[src/rtl/vrf_opreq_pkg.sv]
`default_nettype none

package vrf_opreq_pkg;

  ////////////////////////////////////////////////////////////
  // Lane geometry
  ////////////////////////////////////////////////////////////

  localparam int unsigned NrBanks    = 4;
  localparam int unsigned BankSelW   = 2;
  localparam int unsigned NrOpQueues = 3;
  localparam int unsigned NrVInsn    = 8;
  localparam int unsigned VregWords  = 8;
  // Read masters first, then ALU write and load write
  localparam int unsigned NrMasters  = 5;

  ////////////////////////////////////////////////////////////
  // Plain vector types
  ////////////////////////////////////////////////////////////

  typedef logic [63:0] word_t;
  typedef logic [7:0]  strb_t;
  // Low BankSelW bits select the bank
  typedef logic [7:0]  vaddr_t;
  typedef logic [5:0]  bank_addr_t;
  typedef logic [2:0]  vid_t;
  typedef logic [7:0]  vid_mask_t;
  typedef logic [9:0]  vlen_t;
  typedef logic [4:0]  vreg_t;

  typedef enum logic [1:0] {
    EW8  = 2'd0,
    EW16 = 2'd1,
    EW32 = 2'd2,
    EW64 = 2'd3
  } eew_e;

  // Also the master index of each read requester
  typedef enum logic [1:0] {
    AluA   = 2'd0,
    AluB   = 2'd1,
    StoreD = 2'd2
  } opqueue_e;

  ////////////////////////////////////////////////////////////
  // Bundles
  ////////////////////////////////////////////////////////////

  typedef struct packed {
    vreg_t     vs;
    eew_e      eew;
    vlen_t     vl;
    vid_mask_t hazard;
  } opreq_cmd_t;

  typedef struct packed {
    vid_t   id;
    vaddr_t addr;
    word_t  wdata;
    strb_t  be;
  } vfu_result_t;

  typedef struct packed {
    bank_addr_t addr;
    logic       wen;
    word_t      wdata;
    strb_t      be;
    opqueue_e   opqueue;
  } vrf_bank_req_t;

endpackage

`default_nettype wire

[src/rtl/operand_requester_fsm.sv]
`timescale 1ns/1ps
`default_nettype none

module operand_requester_fsm #(
  parameter vrf_opreq_pkg::opqueue_e QueueId = vrf_opreq_pkg::AluA
) (
  input  logic                                clk_i,
  input  logic                                rst_ni,
  // Command from the lane sequencer
  input  vrf_opreq_pkg::opreq_cmd_t           cmd_i,
  input  logic                                cmd_valid_i,
  output logic                                cmd_ready_o,
  // Operand queue and instruction status
  input  logic                                queue_ready_i,
  input  vrf_opreq_pkg::vid_mask_t            vinsn_running_i,
  input  vrf_opreq_pkg::vid_mask_t            result_written_i,
  // Bank arbiters
  output logic [vrf_opreq_pkg::NrBanks-1:0]   bank_req_o,
  output vrf_opreq_pkg::vrf_bank_req_t        payload_o,
  input  logic [vrf_opreq_pkg::NrBanks-1:0]   gnt_i,
  output logic                                issued_o
);

  typedef enum logic {
    IDLE,
    REQUESTING
  } state_e;

  state_e                    state_d, state_q;
  vrf_opreq_pkg::vaddr_t     addr_d, addr_q;
  vrf_opreq_pkg::vlen_t      len_d, len_q;
  vrf_opreq_pkg::eew_e       eew_d, eew_q;
  vrf_opreq_pkg::vid_mask_t  hazard_d, hazard_q;

  vrf_opreq_pkg::vlen_t      elems;
  logic                      stall;

  // Elements held in one 64-bit word
  assign elems = vrf_opreq_pkg::vlen_t'(4'd8 >> eew_q);

  // Wait while a producer we depend on wrote nothing last cycle
  assign stall = |(hazard_q & ~result_written_i);

  assign issued_o = |gnt_i;

  // Reads only, the bank row is the address above the bank bits
  always_comb begin
    payload_o         = '0;
    payload_o.addr    = addr_q[$bits(vrf_opreq_pkg::vaddr_t)-1:vrf_opreq_pkg::BankSelW];
    payload_o.opqueue = QueueId;
  end

  ////////////////////////////////////////////////////////////
  // Next state
  ////////////////////////////////////////////////////////////

  always_comb begin
    state_d     = state_q;
    addr_d      = addr_q;
    len_d       = len_q;
    eew_d       = eew_q;
    hazard_d    = hazard_q;
    bank_req_o  = '0;
    cmd_ready_o = 1'b0;

    unique case (state_q)
      IDLE: begin
        cmd_ready_o = 1'b1;
      end

      REQUESTING: begin
        // Drop dependences on instructions that have retired
        hazard_d = hazard_q & vinsn_running_i;

        if (queue_ready_i) begin
          bank_req_o[addr_q[vrf_opreq_pkg::BankSelW-1:0]] = !stall;

          if (issued_o) begin
            addr_d = addr_q + 1'b1;
            len_d  = (len_q > elems) ? len_q - elems : '0;

            // Last word granted, take the next command in the same cycle
            if (len_d == '0) begin
              state_d     = IDLE;
              cmd_ready_o = 1'b1;
            end
          end
        end
      end

      default: state_d = IDLE;
    endcase

    // Accept a command
    if (cmd_ready_o && cmd_valid_i) begin
      addr_d   = vrf_opreq_pkg::vaddr_t'(cmd_i.vs * vrf_opreq_pkg::VregWords);
      len_d    = cmd_i.vl;
      eew_d    = cmd_i.eew;
      hazard_d = cmd_i.hazard;
      // Zero length is acknowledged and dropped
      state_d  = (cmd_i.vl == '0) ? IDLE : REQUESTING;
    end
  end

  always_ff @(posedge clk_i or negedge rst_ni) begin
    if (!rst_ni) begin
      state_q  <= IDLE;
      addr_q   <= '0;
      len_q    <= '0;
      eew_q    <= vrf_opreq_pkg::EW64;
      hazard_q <= '0;
    end else begin
      state_q  <= state_d;
      addr_q   <= addr_d;
      len_q    <= len_d;
      eew_q    <= eew_d;
      hazard_q <= hazard_d;
    end
  end

endmodule

`default_nettype wire

[src/rtl/vfu_write_ports.sv]
`timescale 1ns/1ps
`default_nettype none

// Port 0 is the ALU, port 1 the load unit
module vfu_write_ports (
  input  logic                                 clk_i,
  input  logic                                 rst_ni,
  // ALU result port
  input  vrf_opreq_pkg::vfu_result_t           alu_result_i,
  input  logic                                 alu_result_req_i,
  output logic                                 alu_result_gnt_o,
  // Load unit result port
  input  vrf_opreq_pkg::vfu_result_t           ldu_result_i,
  input  logic                                 ldu_result_req_i,
  output logic                                 ldu_result_gnt_o,
  // Bank arbiters
  output logic [vrf_opreq_pkg::NrMasters-vrf_opreq_pkg::NrOpQueues-1:0]
               [vrf_opreq_pkg::NrBanks-1:0]    bank_req_o,
  output vrf_opreq_pkg::vrf_bank_req_t
         [vrf_opreq_pkg::NrMasters-vrf_opreq_pkg::NrOpQueues-1:0] payload_o,
  input  logic [vrf_opreq_pkg::NrMasters-vrf_opreq_pkg::NrOpQueues-1:0]
               [vrf_opreq_pkg::NrBanks-1:0]    gnt_i,
  // Hazard tracking for the requesters
  output vrf_opreq_pkg::vid_mask_t             result_written_o
);

  function automatic vrf_opreq_pkg::vrf_bank_req_t to_bank_req(
    input vrf_opreq_pkg::vfu_result_t res
  );
    vrf_opreq_pkg::vrf_bank_req_t req;
    req       = '0;
    req.addr  = res.addr[$bits(vrf_opreq_pkg::vaddr_t)-1:vrf_opreq_pkg::BankSelW];
    req.wen   = 1'b1;
    req.wdata = res.wdata;
    req.be    = res.be;
    return req;
  endfunction

  ////////////////////////////////////////////////////////////
  // Load stream register
  ////////////////////////////////////////////////////////////

  vrf_opreq_pkg::vfu_result_t ldu_q;
  logic                       ldu_valid_q;
  logic                       ldu_drain;

  assign ldu_drain        = |gnt_i[1];
  assign ldu_result_gnt_o = ldu_result_req_i && (!ldu_valid_q || ldu_drain);

  always_ff @(posedge clk_i or negedge rst_ni) begin
    if (!rst_ni) begin
      ldu_valid_q <= 1'b0;
    end else if (ldu_result_gnt_o) begin
      ldu_valid_q <= 1'b1;
    end else if (ldu_drain) begin
      ldu_valid_q <= 1'b0;
    end
  end

  always_ff @(posedge clk_i) begin
    if (ldu_result_gnt_o) begin
      ldu_q <= ldu_result_i;
    end
  end

  ////////////////////////////////////////////////////////////
  // Bank requests and grants
  ////////////////////////////////////////////////////////////

  // ALU goes straight to its bank
  assign alu_result_gnt_o = |gnt_i[0];

  always_comb begin
    bank_req_o = '0;
    bank_req_o[0][alu_result_i.addr[vrf_opreq_pkg::BankSelW-1:0]] = alu_result_req_i;
    bank_req_o[1][ldu_q.addr[vrf_opreq_pkg::BankSelW-1:0]]        = ldu_valid_q;

    payload_o[0] = to_bank_req(alu_result_i);
    payload_o[1] = to_bank_req(ldu_q);
  end

  // Which instructions wrote a word this cycle
  vrf_opreq_pkg::vid_mask_t written_d;

  always_comb begin
    written_d                   = '0;
    written_d[alu_result_i.id] |= alu_result_gnt_o;
    written_d[ldu_q.id]        |= ldu_drain;
  end

  always_ff @(posedge clk_i or negedge rst_ni) begin
    if (!rst_ni) begin
      result_written_o <= '0;
    end else begin
      result_written_o <= written_d;
    end
  end

endmodule

`default_nettype wire

[src/rtl/vrf_bank_arbiter.sv]
`timescale 1ns/1ps
`default_nettype none

module vrf_bank_arbiter (
  input  logic                                                      clk_i,
  input  logic                                                      rst_ni,
  input  logic [vrf_opreq_pkg::NrMasters-1:0]                       req_i,
  input  vrf_opreq_pkg::vrf_bank_req_t [vrf_opreq_pkg::NrMasters-1:0] payload_i,
  output logic [vrf_opreq_pkg::NrMasters-1:0]                       gnt_o,
  output logic                                                      vrf_req_o,
  output vrf_opreq_pkg::vrf_bank_req_t                              vrf_bank_o
);

  typedef logic [$clog2(vrf_opreq_pkg::NrMasters)-1:0] master_idx_t;

  // First requesting slot at or after the pointer, within size slots
  function automatic logic [1:0] rr_pick(
    input logic [2:0] req,
    input logic [1:0] ptr,
    input logic [1:0] size
  );
    logic [2:0] idx;
    logic       found;
    logic [1:0] win;
    found = 1'b0;
    win   = ptr;
    for (int i = 0; i < 3; i++) begin
      idx = {1'b0, ptr} + 3'(i);
      if (idx >= {1'b0, size}) begin
        idx = idx - {1'b0, size};
      end
      if (!found && (i < int'(size)) && req[idx[1:0]]) begin
        found = 1'b1;
        win   = idx[1:0];
      end
    end
    return win;
  endfunction

  function automatic logic [1:0] next_ptr(input logic [1:0] win, input logic [1:0] size);
    return (win == size - 2'd1) ? 2'd0 : win + 2'd1;
  endfunction

  ////////////////////////////////////////////////////////////
  // Class vectors
  ////////////////////////////////////////////////////////////

  logic [2:0]  hp_req;
  logic [2:0]  lp_req;
  logic [1:0]  hp_ptr_d, hp_ptr_q;
  logic [1:0]  lp_ptr_d, lp_ptr_q;
  logic [1:0]  hp_win;
  logic [1:0]  lp_win;
  master_idx_t win_master;

  // High class slots are ALU A, ALU B and ALU write
  assign hp_req = {req_i[vrf_opreq_pkg::NrOpQueues],
                   req_i[vrf_opreq_pkg::AluB],
                   req_i[vrf_opreq_pkg::AluA]};

  // Low class slots are store data and load write
  assign lp_req = {1'b0,
                   req_i[vrf_opreq_pkg::NrOpQueues + 1],
                   req_i[vrf_opreq_pkg::StoreD]};

  assign hp_win    = rr_pick(hp_req, hp_ptr_q, 2'd3);
  assign lp_win    = rr_pick(lp_req, lp_ptr_q, 2'd2);
  assign vrf_req_o = |req_i;

  ////////////////////////////////////////////////////////////
  // Grant
  ////////////////////////////////////////////////////////////

  always_comb begin
    hp_ptr_d   = hp_ptr_q;
    lp_ptr_d   = lp_ptr_q;
    win_master = '0;
    gnt_o      = '0;
    vrf_bank_o = '0;

    // Any high class request masks the low class
    if (|hp_req) begin
      hp_ptr_d = next_ptr(hp_win, 2'd3);
      unique case (hp_win)
        2'd0:    win_master = master_idx_t'(vrf_opreq_pkg::AluA);
        2'd1:    win_master = master_idx_t'(vrf_opreq_pkg::AluB);
        default: win_master = master_idx_t'(vrf_opreq_pkg::NrOpQueues);
      endcase
    end else if (|lp_req) begin
      lp_ptr_d = next_ptr(lp_win, 2'd2);
      if (lp_win == 2'd0) begin
        win_master = master_idx_t'(vrf_opreq_pkg::StoreD);
      end else begin
        win_master = master_idx_t'(vrf_opreq_pkg::NrOpQueues + 1);
      end
    end

    if (vrf_req_o) begin
      gnt_o[win_master] = 1'b1;
      vrf_bank_o        = payload_i[win_master];
    end
  end

  always_ff @(posedge clk_i or negedge rst_ni) begin
    if (!rst_ni) begin
      hp_ptr_q <= '0;
      lp_ptr_q <= '0;
    end else begin
      hp_ptr_q <= hp_ptr_d;
      lp_ptr_q <= lp_ptr_d;
    end
  end

endmodule

`default_nettype wire

[src/rtl/vrf_opreq_top.sv]
`timescale 1ns/1ps
`default_nettype none

module vrf_opreq_top (
  input  logic                                                        clk_i,
  input  logic                                                        rst_ni,
  // Operand requests, one per queue
  input  vrf_opreq_pkg::opreq_cmd_t [vrf_opreq_pkg::NrOpQueues-1:0]   operand_request_i,
  input  logic [vrf_opreq_pkg::NrOpQueues-1:0]                        operand_request_valid_i,
  output logic [vrf_opreq_pkg::NrOpQueues-1:0]                        operand_request_ready_o,
  input  logic [vrf_opreq_pkg::NrOpQueues-1:0]                        operand_queue_ready_i,
  output logic [vrf_opreq_pkg::NrOpQueues-1:0]                        operand_issued_o,
  input  vrf_opreq_pkg::vid_mask_t                                    vinsn_running_i,
  // Result writes
  input  vrf_opreq_pkg::vfu_result_t                                  alu_result_i,
  input  logic                                                        alu_result_req_i,
  output logic                                                        alu_result_gnt_o,
  input  vrf_opreq_pkg::vfu_result_t                                  ldu_result_i,
  input  logic                                                        ldu_result_req_i,
  output logic                                                        ldu_result_gnt_o,
  // VRF banks
  output logic [vrf_opreq_pkg::NrBanks-1:0]                           vrf_req_o,
  output vrf_opreq_pkg::vrf_bank_req_t [vrf_opreq_pkg::NrBanks-1:0]   vrf_bank_o
);

  // Master by bank, as the requesters see it
  logic [vrf_opreq_pkg::NrMasters-1:0][vrf_opreq_pkg::NrBanks-1:0]  mst_req;
  logic [vrf_opreq_pkg::NrMasters-1:0][vrf_opreq_pkg::NrBanks-1:0]  mst_gnt;
  vrf_opreq_pkg::vrf_bank_req_t [vrf_opreq_pkg::NrMasters-1:0]      mst_payload;
  // Bank by master, as the arbiters see it
  logic [vrf_opreq_pkg::NrBanks-1:0][vrf_opreq_pkg::NrMasters-1:0]  bank_req;
  logic [vrf_opreq_pkg::NrBanks-1:0][vrf_opreq_pkg::NrMasters-1:0]  bank_gnt;
  vrf_opreq_pkg::vid_mask_t                                         result_written;

  ////////////////////////////////////////////////////////////
  // Read requesters
  ////////////////////////////////////////////////////////////

  for (genvar q = 0; q < vrf_opreq_pkg::NrOpQueues; q++) begin : gen_requester
    operand_requester_fsm #(
      .QueueId(vrf_opreq_pkg::opqueue_e'(q))
    ) u_requester (
      .clk_i           (clk_i),
      .rst_ni          (rst_ni),
      .cmd_i           (operand_request_i[q]),
      .cmd_valid_i     (operand_request_valid_i[q]),
      .cmd_ready_o     (operand_request_ready_o[q]),
      .queue_ready_i   (operand_queue_ready_i[q]),
      .vinsn_running_i (vinsn_running_i),
      .result_written_i(result_written),
      .bank_req_o      (mst_req[q]),
      .payload_o       (mst_payload[q]),
      .gnt_i           (mst_gnt[q]),
      .issued_o        (operand_issued_o[q])
    );
  end

  vfu_write_ports u_write_ports (
    .clk_i           (clk_i),
    .rst_ni          (rst_ni),
    .alu_result_i    (alu_result_i),
    .alu_result_req_i(alu_result_req_i),
    .alu_result_gnt_o(alu_result_gnt_o),
    .ldu_result_i    (ldu_result_i),
    .ldu_result_req_i(ldu_result_req_i),
    .ldu_result_gnt_o(ldu_result_gnt_o),
    .bank_req_o      (mst_req[vrf_opreq_pkg::NrMasters-1:vrf_opreq_pkg::NrOpQueues]),
    .payload_o       (mst_payload[vrf_opreq_pkg::NrMasters-1:vrf_opreq_pkg::NrOpQueues]),
    .gnt_i           (mst_gnt[vrf_opreq_pkg::NrMasters-1:vrf_opreq_pkg::NrOpQueues]),
    .result_written_o(result_written)
  );

  ////////////////////////////////////////////////////////////
  // One arbiter per bank
  ////////////////////////////////////////////////////////////

  for (genvar b = 0; b < vrf_opreq_pkg::NrBanks; b++) begin : gen_bank
    for (genvar m = 0; m < vrf_opreq_pkg::NrMasters; m++) begin : gen_transpose
      assign bank_req[b][m] = mst_req[m][b];
      assign mst_gnt[m][b]  = bank_gnt[b][m];
    end

    vrf_bank_arbiter u_arbiter (
      .clk_i     (clk_i),
      .rst_ni    (rst_ni),
      .req_i     (bank_req[b]),
      .payload_i (mst_payload),
      .gnt_o     (bank_gnt[b]),
      .vrf_req_o (vrf_req_o[b]),
      .vrf_bank_o(vrf_bank_o[b])
    );
  end

endmodule

`default_nettype wire

[config.mk]
export PLATFORM = sky130hd
export DESIGN_NAME = vrf_opreq_top
export DESIGN_NICKNAME = d
export VERILOG_FILES = /design/src/rtl/vrf_opreq_pkg.sv /design/src/rtl/operand_requester_fsm.sv /design/src/rtl/vfu_write_ports.sv /design/src/rtl/vrf_bank_arbiter.sv /design/src/rtl/vrf_opreq_top.sv
export SDC_FILE = /design/constraint.sdc
export NUM_CORES = 1
export LEC_CHECK = 0
export ABC_AREA = 1
export BUFFER_PORTS_ARGS = -buffer_cell sky130_fd_sc_hd__buf_2
export CELL_PAD_IN_SITES_DETAIL_PLACEMENT = 1
export CELL_PAD_IN_SITES_GLOBAL_PLACEMENT = 1
export CORE_AREA = 5 5 226 228
export DETAILED_ROUTE_END_ITERATION = 8
export DIE_AREA = 0 0 231 233
export GPL_TIMING_DRIVEN = 0
export PLACE_DENSITY_LB_ADDON = 0.15
export SLEW_MARGIN = 20
export SYNTH_ARGS = -nofsm -noshare
export SYNTH_HDL_FRONTEND = slang
export SYNTH_SLANG_ARGS = --single-unit
[constraint.sdc]
create_clock -name clk_i -period 9.75 [get_ports clk_i]
set_clock_uncertainty 0.1 [all_clocks]
set_input_delay 0 -clock clk_i [delete_from_list [all_inputs] [get_ports clk_i]]
set_output_delay 0 -clock clk_i [all_outputs]
set_load 0.02 [all_outputs]
# Word-level counts from Yosys, hierarchy flattened
# Memory sizes are Yosys's and may differ from the RTL's.
# Index checks and enable logic that the tools add are counted.
[word_totals] register_bits=195 mem_bits_ro=8 in_bits=259 n_memories=1
[memory_table] memory="(no name shown)" words=8 word_bits=1 rd=1 rd_clocked_by_memory_dff=0 write_ports=0 line_no="vfu_write_ports.sv:87" source="written_d[alu_result_i.id] |= alu_result_gnt_o;"
[op_classes] add_sub_neg=46 order_cmp=65 eq_ne=12 n_shift=3 n_mux=229 bitwise_logic=22 n_reduce_logical=95
[op_table] cell="81-bit binary-select mux with 3-bit select" n=4
[op_table] cell="81-bit two-way mux" n=8
[op_table] cell="10-bit two-way mux" n=15
[op_table] cell="8-bit two-way mux" n=18
[op_table] cell="2-bit two-way mux" n=48
[op_table] cell="2-bit by 3-bit < comparator with 1-bit output (second input constant)" n=25
[op_table] cell="1-bit two-way mux" n=74
[op_table] cell="10-bit logical NOT" n=6
[op_table] cell="8-bit bitwise AND" n=7
[op_table] cell="1-bit binary-select mux with 2-bit select" n=20
[op_table] cell="2-bit subtractor (second input constant)" n=20
[op_table] cell="3-bit by 2-bit >= comparator with 1-bit output (second input constant)" n=12
[op_table] cell="3-bit two-way mux" n=12
[op_table] cell="10-bit > comparator" n=3
[op_table] cell="4-bit by 2-bit right shift with 10-bit output (first input constant)" n=3
[op_table] cell="10-bit subtractor" n=3
[op_table] cell="1-bit logical AND" n=27
[op_table] cell="2-bit by 1-bit adder with 3-bit output (second input constant)" n=8
[op_table] cell="8-bit by 1-bit adder with 8-bit output (second input constant)" n=3
[op_table] cell="3-bit by 4-bit < comparator with 1-bit output (second input constant)" n=6
[op_table] cell="4-bit two-way mux" n=6
[op_table] cell="8-bit OR reduction" n=3
[op_table] cell="4-bit bitwise AND" n=5
[op_table] cell="5-bit two-way mux" n=4
[op_table] cell="other kinds (26)" n=132

# Depth between registers and ports, before layout
# Gate-level depths: netlist (run 1).
[depth] ltp_word=31 mapped_depth=25 mapped_depth_nobuf=24

# Modules after synthesis
# From an unflattened synthesis (run 1), not the netlist that was laid out.
[unflattened] cells_unflattened=6833 hier_area_um2=36150.9
[modules_own_cells] module="vrf_bank_arbiter at gen_bank[0].u_arbiter ..." instances=3 cells_each=1286 area_each_um2=5695.5 seq_area_each_um2=100.1
[modules_own_cells] module="operand_requester_fsm at gen_requester[1].u_requester ..." instances=2 cells_each=445 area_each_um2=2966.6 seq_area_each_um2=728.2
[modules_own_cells] module="vrf_bank_arbiter at gen_bank[3].u_arbiter" instances=1 cells_each=1292 area_each_um2=5794.3 seq_area_each_um2=100.1
[modules_own_cells] module="vfu_write_ports" instances=1 cells_each=352 area_each_um2=4413.0 seq_area_each_um2=2717.6
[modules_own_cells] module="operand_requester_fsm at gen_requester[0].u_requester" instances=1 cells_each=441 area_each_um2=2924.1 seq_area_each_um2=728.2

# Least setup slack after synthesis (run 1)
# Ideal clock, no wire load.
[synth_path] path_type="register to register" startpoint="register gen_requester[2].u_requester.hazard_q[6]" endpoint="register u_write_ports.ldu_q[72] (netlist bit), enable pin" t_arrival_ps=5982 t_required_ps=9085 setup_slack_ps=3102 path_stages_with_launch=12 path_cell_list="dfrtp_1 -> inv_1 -> o22ai_1 -> nor4_4 -> nand3_1 -> nand2_1 -> nand2_1 -> inv_2 -> nand2_1 -> nand3_1 -> nor2_1 -> a21oi_1"
[synth_between] elab_chain_len=24
[synth_rtl] item="start: declaration" line_no="operand_requester_fsm.sv:33" source="vrf_opreq_pkg::vid_mask_t hazard_d, hazard_q;"
[synth_rtl] item="start signal: assignment" line_no="operand_requester_fsm.sv:117" source="hazard_q <= hazard_d;"
[synth_rtl] item="8-bit bitwise AND *" line_no="operand_requester_fsm.sv:42" source="assign stall = |(hazard_q & ~result_written_i);"
[synth_rtl] item="8-bit OR reduction *" line_no="operand_requester_fsm.sv:42"
[synth_rtl] item="1-bit logical NOT *" line_no="operand_requester_fsm.sv:76" source="bank_req_o[addr_q[vrf_opreq_pkg::BankSelW-1:0]] = !stall;"
[synth_rtl] item="4-bit bitwise AND (no source line) *"
[synth_rtl] item="4-bit two-way mux *" line_no="operand_requester_fsm.sv:75" source="if (queue_ready_i) begin"
[synth_rtl] item="4-bit two-way mux *" line_no="operand_requester_fsm.sv:66" source="unique case (state_q)"
[synth_rtl] item="1-bit binary-select mux with 2-bit select" line_no="vrf_bank_arbiter.sv:32" source="if (!found && (i < int'(size)) && req[idx[1:0]]) begin"
[synth_rtl] item="1-bit two-way mux (implied by the code)" line_no="vrf_bank_arbiter.sv:32"
[synth_rtl] item="[9 not listed]"
[synth_rtl] item="1-bit logical AND (implied by the code)" line_no="vrf_bank_arbiter.sv:99" source="gnt_o[win_master] = 1'b1;"
[synth_rtl] item="1-bit two-way mux (implied by the code)" line_no="vrf_bank_arbiter.sv:99"
[synth_rtl] item="1-bit demux with 3-bit select"
[synth_rtl] item="5-bit two-way mux" line_no="vrf_bank_arbiter.sv:98" source="if (vrf_req_o) begin"
[synth_rtl] item="4-bit OR reduction *" line_no="vfu_write_ports.sv:47" source="assign ldu_drain = |gnt_i[1];"
[synth_rtl] item="1-bit logical OR *" line_no="vfu_write_ports.sv:48" source="assign ldu_result_gnt_o = ldu_result_req_i && (!ldu_valid_q || ldu_drain);"
[synth_rtl] item="1-bit logical AND *" line_no="vfu_write_ports.sv:48"
[synth_rtl] item="net ldu_result_gnt_o" line_no="vrf_opreq_top.sv:20" source="output logic ldu_result_gnt_o,"
[synth_rtl] item="end signal: assignment" line_no="vfu_write_ports.sv:62" source="ldu_q <= ldu_result_i;"
[synth_rtl] item="end: declaration" line_no="vfu_write_ports.sv:43" source="vrf_opreq_pkg::vfu_result_t ldu_q;"
# Mark *: on every way through the listed nets, which the timed path passes. The rest lies on a longest branch. The select of a mux whose other input is x is not followed.
# A chain may end at the register's enable or synchronous reset.

# Final worst setup path (run 1)
[layout_path] startpoint="register gen_requester[1].u_requester.eew_q[1]" endpoint="register gen_requester[1].u_requester.addr_q[5]"
[layout_between] elab_chain_len=11
[layout_rtl] item="start: declaration" line_no="operand_requester_fsm.sv:32" source="vrf_opreq_pkg::eew_e eew_d, eew_q;"
[layout_rtl] item="start signal: assignment" line_no="operand_requester_fsm.sv:110" source="eew_q <= vrf_opreq_pkg::EW64;"
[layout_rtl] item="start signal: assignment" line_no="operand_requester_fsm.sv:116" source="eew_q <= eew_d;"
[layout_rtl] item="4-bit by 2-bit right shift with 10-bit output *" line_no="operand_requester_fsm.sv:39" source="assign elems = vrf_opreq_pkg::vlen_t'(4'd8 >> eew_q);"
[layout_rtl] item="10-bit subtractor / 10-bit > comparator (equally long branches)" line_no="operand_requester_fsm.sv:80" source="len_d = (len_q > elems) ? len_q - elems : '0;"
[layout_rtl] item="10-bit two-way mux *" line_no="operand_requester_fsm.sv:80"
[layout_rtl] item="10-bit logical NOT *" line_no="operand_requester_fsm.sv:83" source="if (len_d == '0) begin"
[layout_rtl] item="1-bit two-way mux *" line_no="operand_requester_fsm.sv:83"
[layout_rtl] item="1-bit two-way mux *" line_no="operand_requester_fsm.sv:78" source="if (issued_o) begin"
[layout_rtl] item="1-bit two-way mux *" line_no="operand_requester_fsm.sv:75"
[layout_rtl] item="1-bit case mux with 2 select lines *" line_no="operand_requester_fsm.sv:66"
[layout_rtl] item="1-bit logical AND *" line_no="operand_requester_fsm.sv:95" source="if (cmd_ready_o && cmd_valid_i) begin"
[layout_rtl] item="2-bit nonzero test (no source line)"
[layout_rtl] item="3-bit AND reduction (no source line)"
[layout_rtl] item="end signal: assignment" line_no="operand_requester_fsm.sv:114" source="addr_q <= addr_d;"
[layout_rtl] item="end: declaration" line_no="operand_requester_fsm.sv:30" source="vrf_opreq_pkg::vaddr_t addr_d, addr_q;"
# Mark *: on every way between the ends. The rest lies on a longest branch, timed or not.

==> metrics.txt, run 1 <==
Post-Syn Area=16300 sq um; RR Startpoint=gen_requester[1].u_requester.eew_q[1]; CP startpoint=gen_requester[1].u_requester.eew_q[1]; CP Data Arrival Time=5.02 ns; row cnt=81; Pwr per Cell Area=395 nW/um^2; CTS Sinks=195; period utilization=47.8%; antenna viol nets, final=0; layout cell share with drive strength beyond 1=24.4%; Netlist cell types=55; hold path start=operand_queue_ready_i[0]; post-layout utilization of the core=47.7%; cell taking the most area after synthesis=dfrtp_1; Post-synth EDFFs=83; Area Growth Syn to Fin=42.3%; die area=53800 sq um; I/O pin count=595; max cap viols=0; RSZ-0062 raised after global routing=false; Area contributors post-synth=dfrtp_1, edfxtp_1, nand2_1; residual DRC count=0; per-cell routed wire length=24.2 um; final hold vios=0; Mapped Avg Cell Area=6.75 sq um; worst slew pin tran=1.22 ns; Design Area, Final=23200 sq um; Crit Path Max Fanout=10; LEAKAGE=11.9 nW; DRT iter0 DRCs=1380; fin. max-slew vios=0; Hold Path Cell Cnt=6; register area share after synthesis=32.5%; CP endpoint kind=register; Setup TNS Final=0 ns; Routability Congestion=0.957; outcome=finished clean; relative slew slack=18.4%; latest clock arrival within the worst-skew pair=0.51 ns; vias in the first global route=21800; WHS=0.0586 ns; final setup vio count=0; largest net degree at the start of global routing=55; Clock Path Buffers=2; Tot Pwr=9.16 mW; DRT Pass-1 Iters=5; CTS tree=built; CORE AREA=48600 sq um; vias per cell=5.47; reg2reg path depth=21; Clock Pin Slew Worst Setup and Hold Paths=0.09 ns; die width=231 um; top cell type's share of synthesized area=16.3%; die height=233 um; Post-DP Area=20200 sq um; Starting Density=33.5%; Tot GR Track Use=33.4%; Synth Warn #=0; cells after synthesis=2415; Detailed Place HPWL=73.9 mm; Hold Crit Class=primary input to register; root buf cell=clkbuf_16; CTS H-tree depth=4; DR vias=21400; total CTS buffers=17; drt total wl=94.6 mm; Primary FF master, synth=dfrtp_1; first-pass GRT wire length=138 mm; Syn Nets=2709; CP Class=register to register; startpoint types=register; fin nets=3562; asr flop ratio synth=57.4%; cts repair resizes=0; f_max=215 MHz; initial antenna violation count=13; number of buffers added on ports=592; FF+latch count, synth=195; GR Overflow Total=0; post-route minimum period=4.66 ns; VDD IR max=188 uV; Req. time, crit path=10.11 ns
## synth_stat cells, types with 6 or more instances
library cell / count
nand2_1: 565
inv_1: 341
a21oi_1: 318
nand3_1: 238
o22ai_1: 153
nor2_1: 113
dfrtp_1: 106
edfxtp_1: 83
clkbuf_1: 58
o21ai_0: 55
nor3_1: 41
ha_1: 32
buf_2: 28
nand4_1: 27
xor2_1: 23
buf_4: 22
inv_2: 21
buf_1: 17
nand2_2: 16
a21oi_2: 14
nand3_2: 13
o2111ai_1: 12
nor2_4: 11
buf_6: 10
nor4_1: 9
nand3b_1: 7
nor2_2: 7
o211ai_1: 7
o221ai_1: 7
dfstp_2: 6
## layout make-up
cell class | instances | area, sq um
multi-input cells | 1722 | 8940
well taps | 622 | 778
fillers | 6390 | 25500
clock buffers | 21 | 472
clock inverters | 11 | 106
diodes | 8 | 20.0
inverters | 363 | 1370
plain buffers | 135 | 701
repair buffers | 834 | 5500
flip-flops and latches | 195 | 5300
## stage by stage
| step | std cells | setup slack (ns) |
|---|---|---|
| 2_1_floorplan | 2415 | 3.10 |
| 3_3_place_gp | 3629 | -0.748 |
| 6_report | 3911 | 5.09 |
| 3_5_place_dp | 3635 | 5.52 |
| 5_1_grt | 3910 | 4.80 |
| 4_1_cts | 3903 | 5.12 |
## timing repair
item	CTS	global route
hold endpoints to repair	291	0
hold buffers	236	0
setup buffers	0	0
## cells in the final DEF (no fill, tap or decap), types with 13 or more instances in the layout
master / instances
dfrtp_1: 106
buf_4: 22
a21oi_1: 317
nand3_2: 13
clkbuf_1: 59
o22ai_1: 153
ha_1: 32
nor2_1: 113
nand3_1: 238
clkbuf_16: 18
buf_2: 619
nand4_1: 27
buf_1: 17
xor2_1: 23
o21ai_0: 55
nor3_1: 41
a21oi_2: 14
edfxtp_1: 83
nand2_2: 16
nand2_1: 565
dlygate4sd3_1: 235
inv_1: 341
inv_2: 21
## final timing paths
path | end | slack [ns]
setup / recovery | gen_requester[1].u_requester.addr_q[5] | 5.09
hold / removal | gen_requester[0].u_requester.len_q[1] | 0.06
setup reg to reg | gen_requester[1].u_requester.addr_q[5] | 5.09
hold reg to reg | gen_requester[1].u_requester.len_q[0] | 0.40
max in group asynchronous | gen_requester[1].u_requester.len_q[1] | 8.66
min in group asynchronous | gen_requester[0].u_requester.eew_q[0] | 0.55
## flip-flops by register name, summed over array words and instances (netlist names), 3 cells and up
signal	cells
u_write_ports.payload_o	78
gen_requester.u_requester.len_q	30
gen_requester.u_requester.addr_q	24
gen_requester.u_requester.hazard_q	24
gen_bank.u_arbiter.hp_ptr_q	8
gen_bank.u_arbiter.lp_ptr_q	8
u_write_ports.result_written_o	8
gen_requester.u_requester.eew_q	6
u_write_ports.ldu_q	5
gen_requester.u_requester.state_q	3
## kinds of logic after synthesis
kind of cell | synth area share (%)
AND/OR/NAND/NOR | 30.1
AO/OA/AOI/OAI | 20.6
buffers and inverters | 12.7
flip-flops | 32.5
adder cells (fa/ha/maj) | 2.83
XOR/XNOR | 1.29
## worst max-delay path, stage by stage, from the launching register on
cell and delay (ns):
dfstp_2 0.55, nand2_1 0.05, inv_1 0.06, ha_1 0.16, inv_1 0.06, fa_1 0.39
nand2_1 0.07, inv_1 0.05, nor2_1 0.10, o21bai_1 0.13, nand2_1 0.09, nand3_1 0.13
clkbuf_1 0.26, nand2_1 0.12, nand4_1 0.13, nor4_1 0.57, nand2_4 0.11, nand2_4 0.14
nand3_1 0.10, dlygate4sd3_1 0.60, nand3_1 0.09, dlygate4sd3_1 0.54
## where the power goes
part           switching [mW]  internal [mW]  leakage [nW]
Sequential              0.274           1.18          2.21
Clock                   0.396          0.360         0.287
Combinational            4.86           2.09          9.38
Total                    5.53           3.63          11.9
## per-layer routing
layer	vias up	global-route usage [%]	share of wire, %
met5	-	0	0.029
met4	4	11.5	3.1
met3	156	8.27	7.7
met2	849	54.7	47
met1	10500	43.3	42
li1	9844	-	-
No activity file was read; power rests on OpenSTA's default activity.
==> inputs of run 2 (changes only) <==
--- a/config.mk
+++ b/config.mk
@@ -5,7 +5,7 @@
 export SDC_FILE = /design/constraint.sdc
 export NUM_CORES = 1
 export LEC_CHECK = 0
-export ABC_AREA = 1
+export ABC_AREA = 0
 export BUFFER_PORTS_ARGS = -buffer_cell sky130_fd_sc_hd__buf_2
 export CELL_PAD_IN_SITES_DETAIL_PLACEMENT = 1
 export CELL_PAD_IN_SITES_GLOBAL_PLACEMENT = 1
==> constraint.sdc (replaced) <==
create_clock -name clk_i -period 4.1 [get_ports clk_i]
set_clock_uncertainty 0.1 [all_clocks]
set_input_delay 0 -clock clk_i [delete_from_list [all_inputs] [get_ports clk_i]]
set_output_delay 0 -clock clk_i [all_outputs]
set_load 0.02 [all_outputs]
==> metrics.txt, run 2 <==
LEAKAGE=10.3 nW (was 11.9 nW); count leader, synth=a22o_1 (was nand2_1); placed cell count=2953 (was 3635); Clock Pin Slew Worst Setup and Hold Paths=0.08 ns (was 0.09 ns); Detailed Place HPWL=68.5 mm (was 73.9 mm); Setup TNS Final=0 ns (unchanged); CTS tree=built (unchanged); period utilization=99.7%; VDD IR max=428 uV (was 188 uV); startpoint types=register (unchanged); Fillers=5800 (was 6390); DRT Pass-1 Iters=5 (unchanged); CTS H-tree depth=4 (unchanged); Netlist cell types=96 (was 55); CORE AREA=48600 sq um (unchanged); Post-synth EDFFs=83 (unchanged); CP Class=register to output pin (was register to register); DR vias=18800 (was 21400); largest net degree at the start of global routing=74 (was 55); per-cell routed wire length=27.8 um (was 24.2 um); critical-path cell list=nand2b_1 > o221a_1 > buf_4 > nand4_1 > o211ai_1 > o41ai_2 > a22o_2 > nor2_4 > clkbuf_8 > clkbuf_4 > a22o_1 > buf_2 (was nand2_1 > inv_1 > ha_1 > inv_1 > fa_1 > nand2_1 > inv_1 > nor2_1 > o21bai_1 > nand2_1 > nand3_1 > clkbuf_1 > nand2_1 > nand4_1 > nor4_1 > nand2_4 > nand2_4 > nand3_1 > dlygate4sd3_1 > nand3_1 > dlygate4sd3_1); f_max=245 MHz; latest clock arrival within the worst-skew pair=0.51 ns (about the same); most common cell after layout, fill and taps aside=buf_2 (unchanged); Design Area, Final=22300 sq um (was 23200 sq um); Routability Congestion=1.00 (was 0.957); die area=53800 sq um (unchanged); row cnt=81 (unchanged); first-pass GRT wire length=129 mm (was 138 mm); CP Data Arrival Time=3.99 ns (was 5.02 ns); cell taking the most area after synthesis=dfrtp_1 (unchanged); Syn Nets=2028 (was 2709); outcome=finished clean (unchanged); root buf cell=clkbuf_16 (unchanged); WHS=0.0971 ns (was 0.0586 ns); top cell type's share of synthesized area=17.6% (was 16.3%); Hold Crit Class=primary input to register (unchanged); I/O pin count=595 (unchanged); cells after synthesis=1734 (was 2415); Post-DP Area=18900 sq um (was 20200 sq um); drt total wl=89.1 mm (was 94.6 mm); Area contributors post-synth=dfrtp_1, edfxtp_1, a22o_1 (was dfrtp_1, edfxtp_1, nand2_1); RSZ-0062 raised after global routing=true (was false); CP endpoint kind=output pin (was register); synth cell count leaders=a22o_1, a21oi_1, nand2_1 (was nand2_1, inv_1, a21oi_1); Primary FF master, synth=dfrtp_1 (unchanged); Area Growth Syn to Fin=48.2% (was 42.3%); CTS Sinks=195 (unchanged); Starting Density=30.9% (was 33.5%); residual DRC count=0 (unchanged); asr flop ratio synth=57.4% (unchanged); worst slew pin tran=1.08 ns (was 1.22 ns); fin nets=2853 (was 3562); most frequent cells in the layout=buf_2, a22o_1, a21oi_1 (was buf_2, nand2_1, inv_1); GR Overflow Total=0 (unchanged); final setup vio count=0 (unchanged); layout cell share with drive strength beyond 1=34.6% (was 24.4%); vias per cell=5.86 (was 5.47); Crit Path Max Fanout=10 (unchanged); Clock Path Buffers=2 (unchanged); flip-flop count of the largest register after layout=78 (unchanged); register area share after synthesis=35.3% (was 32.5%); max incr delay on CP=0.46 ns (was 0.60 ns); Mapped Avg Cell Area=8.67 sq um (was 6.75 sq um); post-route minimum period=4.09 ns; final non-filler cell total=3207 (was 3911); initial antenna violation count=16 (was 13); die height=233 um (unchanged); die width=231 um (unchanged); Tot Pwr=22.3 mW (was 9.16 mW); final hold vios=0 (unchanged); CP startpoint=u_write_ports.result_written_o[3] (was gen_requester[1].u_requester.eew_q[1]); Req. time, crit path=4.00 ns (was 10.11 ns); antenna viol nets, final=0 (unchanged); Worst path slowest cell=dfrtp_2 (was dlygate4sd3_1); max cap viols=0 (unchanged); hold path start=ldu_result_i[11] (was operand_queue_ready_i[0]); Pwr per Cell Area=1000 nW/um^2 (was 395 nW/um^2); FF+latch count, synth=195 (unchanged); Synth Warn #=0 (unchanged); RR Startpoint=gen_requester[1].u_requester.state_q (was gen_requester[1].u_requester.eew_q[1]); vias in the first global route=19800 (was 21800); relative slew slack=27.5% (was 18.4%); Post-Syn Area=15000 sq um (was 16300 sq um); DRT iter0 DRCs=1333 (was 1380); Tot GR Track Use=31.5% (was 33.4%); total CTS buffers=17 (unchanged); number of buffers added on ports=594 (was 592); fin. max-slew vios=0 (unchanged)
-- run 2: changes by cell type in the layout (fill, tap and decap cells not counted), sizes merged, moves of 30 or more --
cell / change
dlygate4sd3: -53
nand3: -223
nor2: -63
clkbuf: +35
a21oi: -127
nand2: -397
o21ai: +30
a22o: +229
o22ai: -135
inv: -284
-- run 2: what timing repair did --
item | in CTS | in global routing
hold buffers | 183 | 0
buffers inserted | 29 | 8
gates resized for setup | 125 | 104
gates cloned | 2 | 0
pin swaps | 21 | 14
setup endpoints to repair | 494 | 357
hold endpoints to repair | 289 | 0
-- run 2: critical path: cells and delay by family, from the launching register on --
family	cells	cell delay (ns)
buf+inv	4	0.89
flops	1	0.46
compound gates	5	1.39
simple gates	3	0.72
-- run 2: worst paths after layout --
check	end	slack, ns	depth (start not counted)
setup / recovery	vrf_bank_o[213]	0.01	12
hold / removal	u_write_ports.payload_o[94]	0.1	2
setup reg to reg	gen_requester[0].u_requester.len_q[2]	0.06	15
hold reg to reg	gen_requester[2].u_requester.hazard_q[1]	0.41	1
max in group asynchronous	gen_requester[2].u_requester.eew_q[1]	2.97	4
min in group asynchronous	gen_requester[1].u_requester.eew_q[1]	0.49	3
-- run 2: cells by family after synthesis --
group	share of synthesized area (%)
compound gates	35.8
xor+xnor	1.69
fa+ha+maj	3.06
buf+inv	5.99
flops	35.3
mux	2.01
simple gates	16.2
-- run 2: where the power goes --
part           leakage [nW]  switching (mW)  total [mW]  internal (mW)
Combinational          7.78            11.2        17.0           5.77
Sequential             2.20           0.754        3.60           2.85
Clock                 0.280           0.883        1.75          0.866
Total                  10.3            12.8        22.3           9.49
-- run 2: layout make-up --
class | count | area (sq um) | share of cell area [%]
Multi-Input combinational cell | 1319 | 9380 | 42.1
Sequential cell | 195 | 5310 | 23.8
Timing Repair Buffer | 817 | 5210 | 23.4
Tap cell | 622 | 778 | 3.49
Buffer | 125 | 689 | 3.09
Clock buffer | 23 | 499 | 2.24
Inverter | 84 | 315 | 1.42
Clock inverter | 9 | 65.1 | 0.292
Antenna cell | 13 | 32.5 | 0.146
-- run 2: stage by stage --
stage	worst slack (ns)	utilization (%)
2_1_floorplan	0.312	-
3_3_place_gp	-1.82	38.6
3_5_place_dp	-1.08	38.8
4_1_cts	-0.0138	45.0
5_1_grt	-0.172	45.8
6_report	0.0107	45.8
-- run 2: per-layer routing --
layer | track usage (%) | wire [um] | share of wire [%]
met4 | 15.3 | 4470 | 5.0
met2 | 52.8 | 43000 | 48
met5 | 0 | 12 | 0.013
met1 | 38.0 | 35200 | 39
met3 | 7.52 | 6430 | 7.2
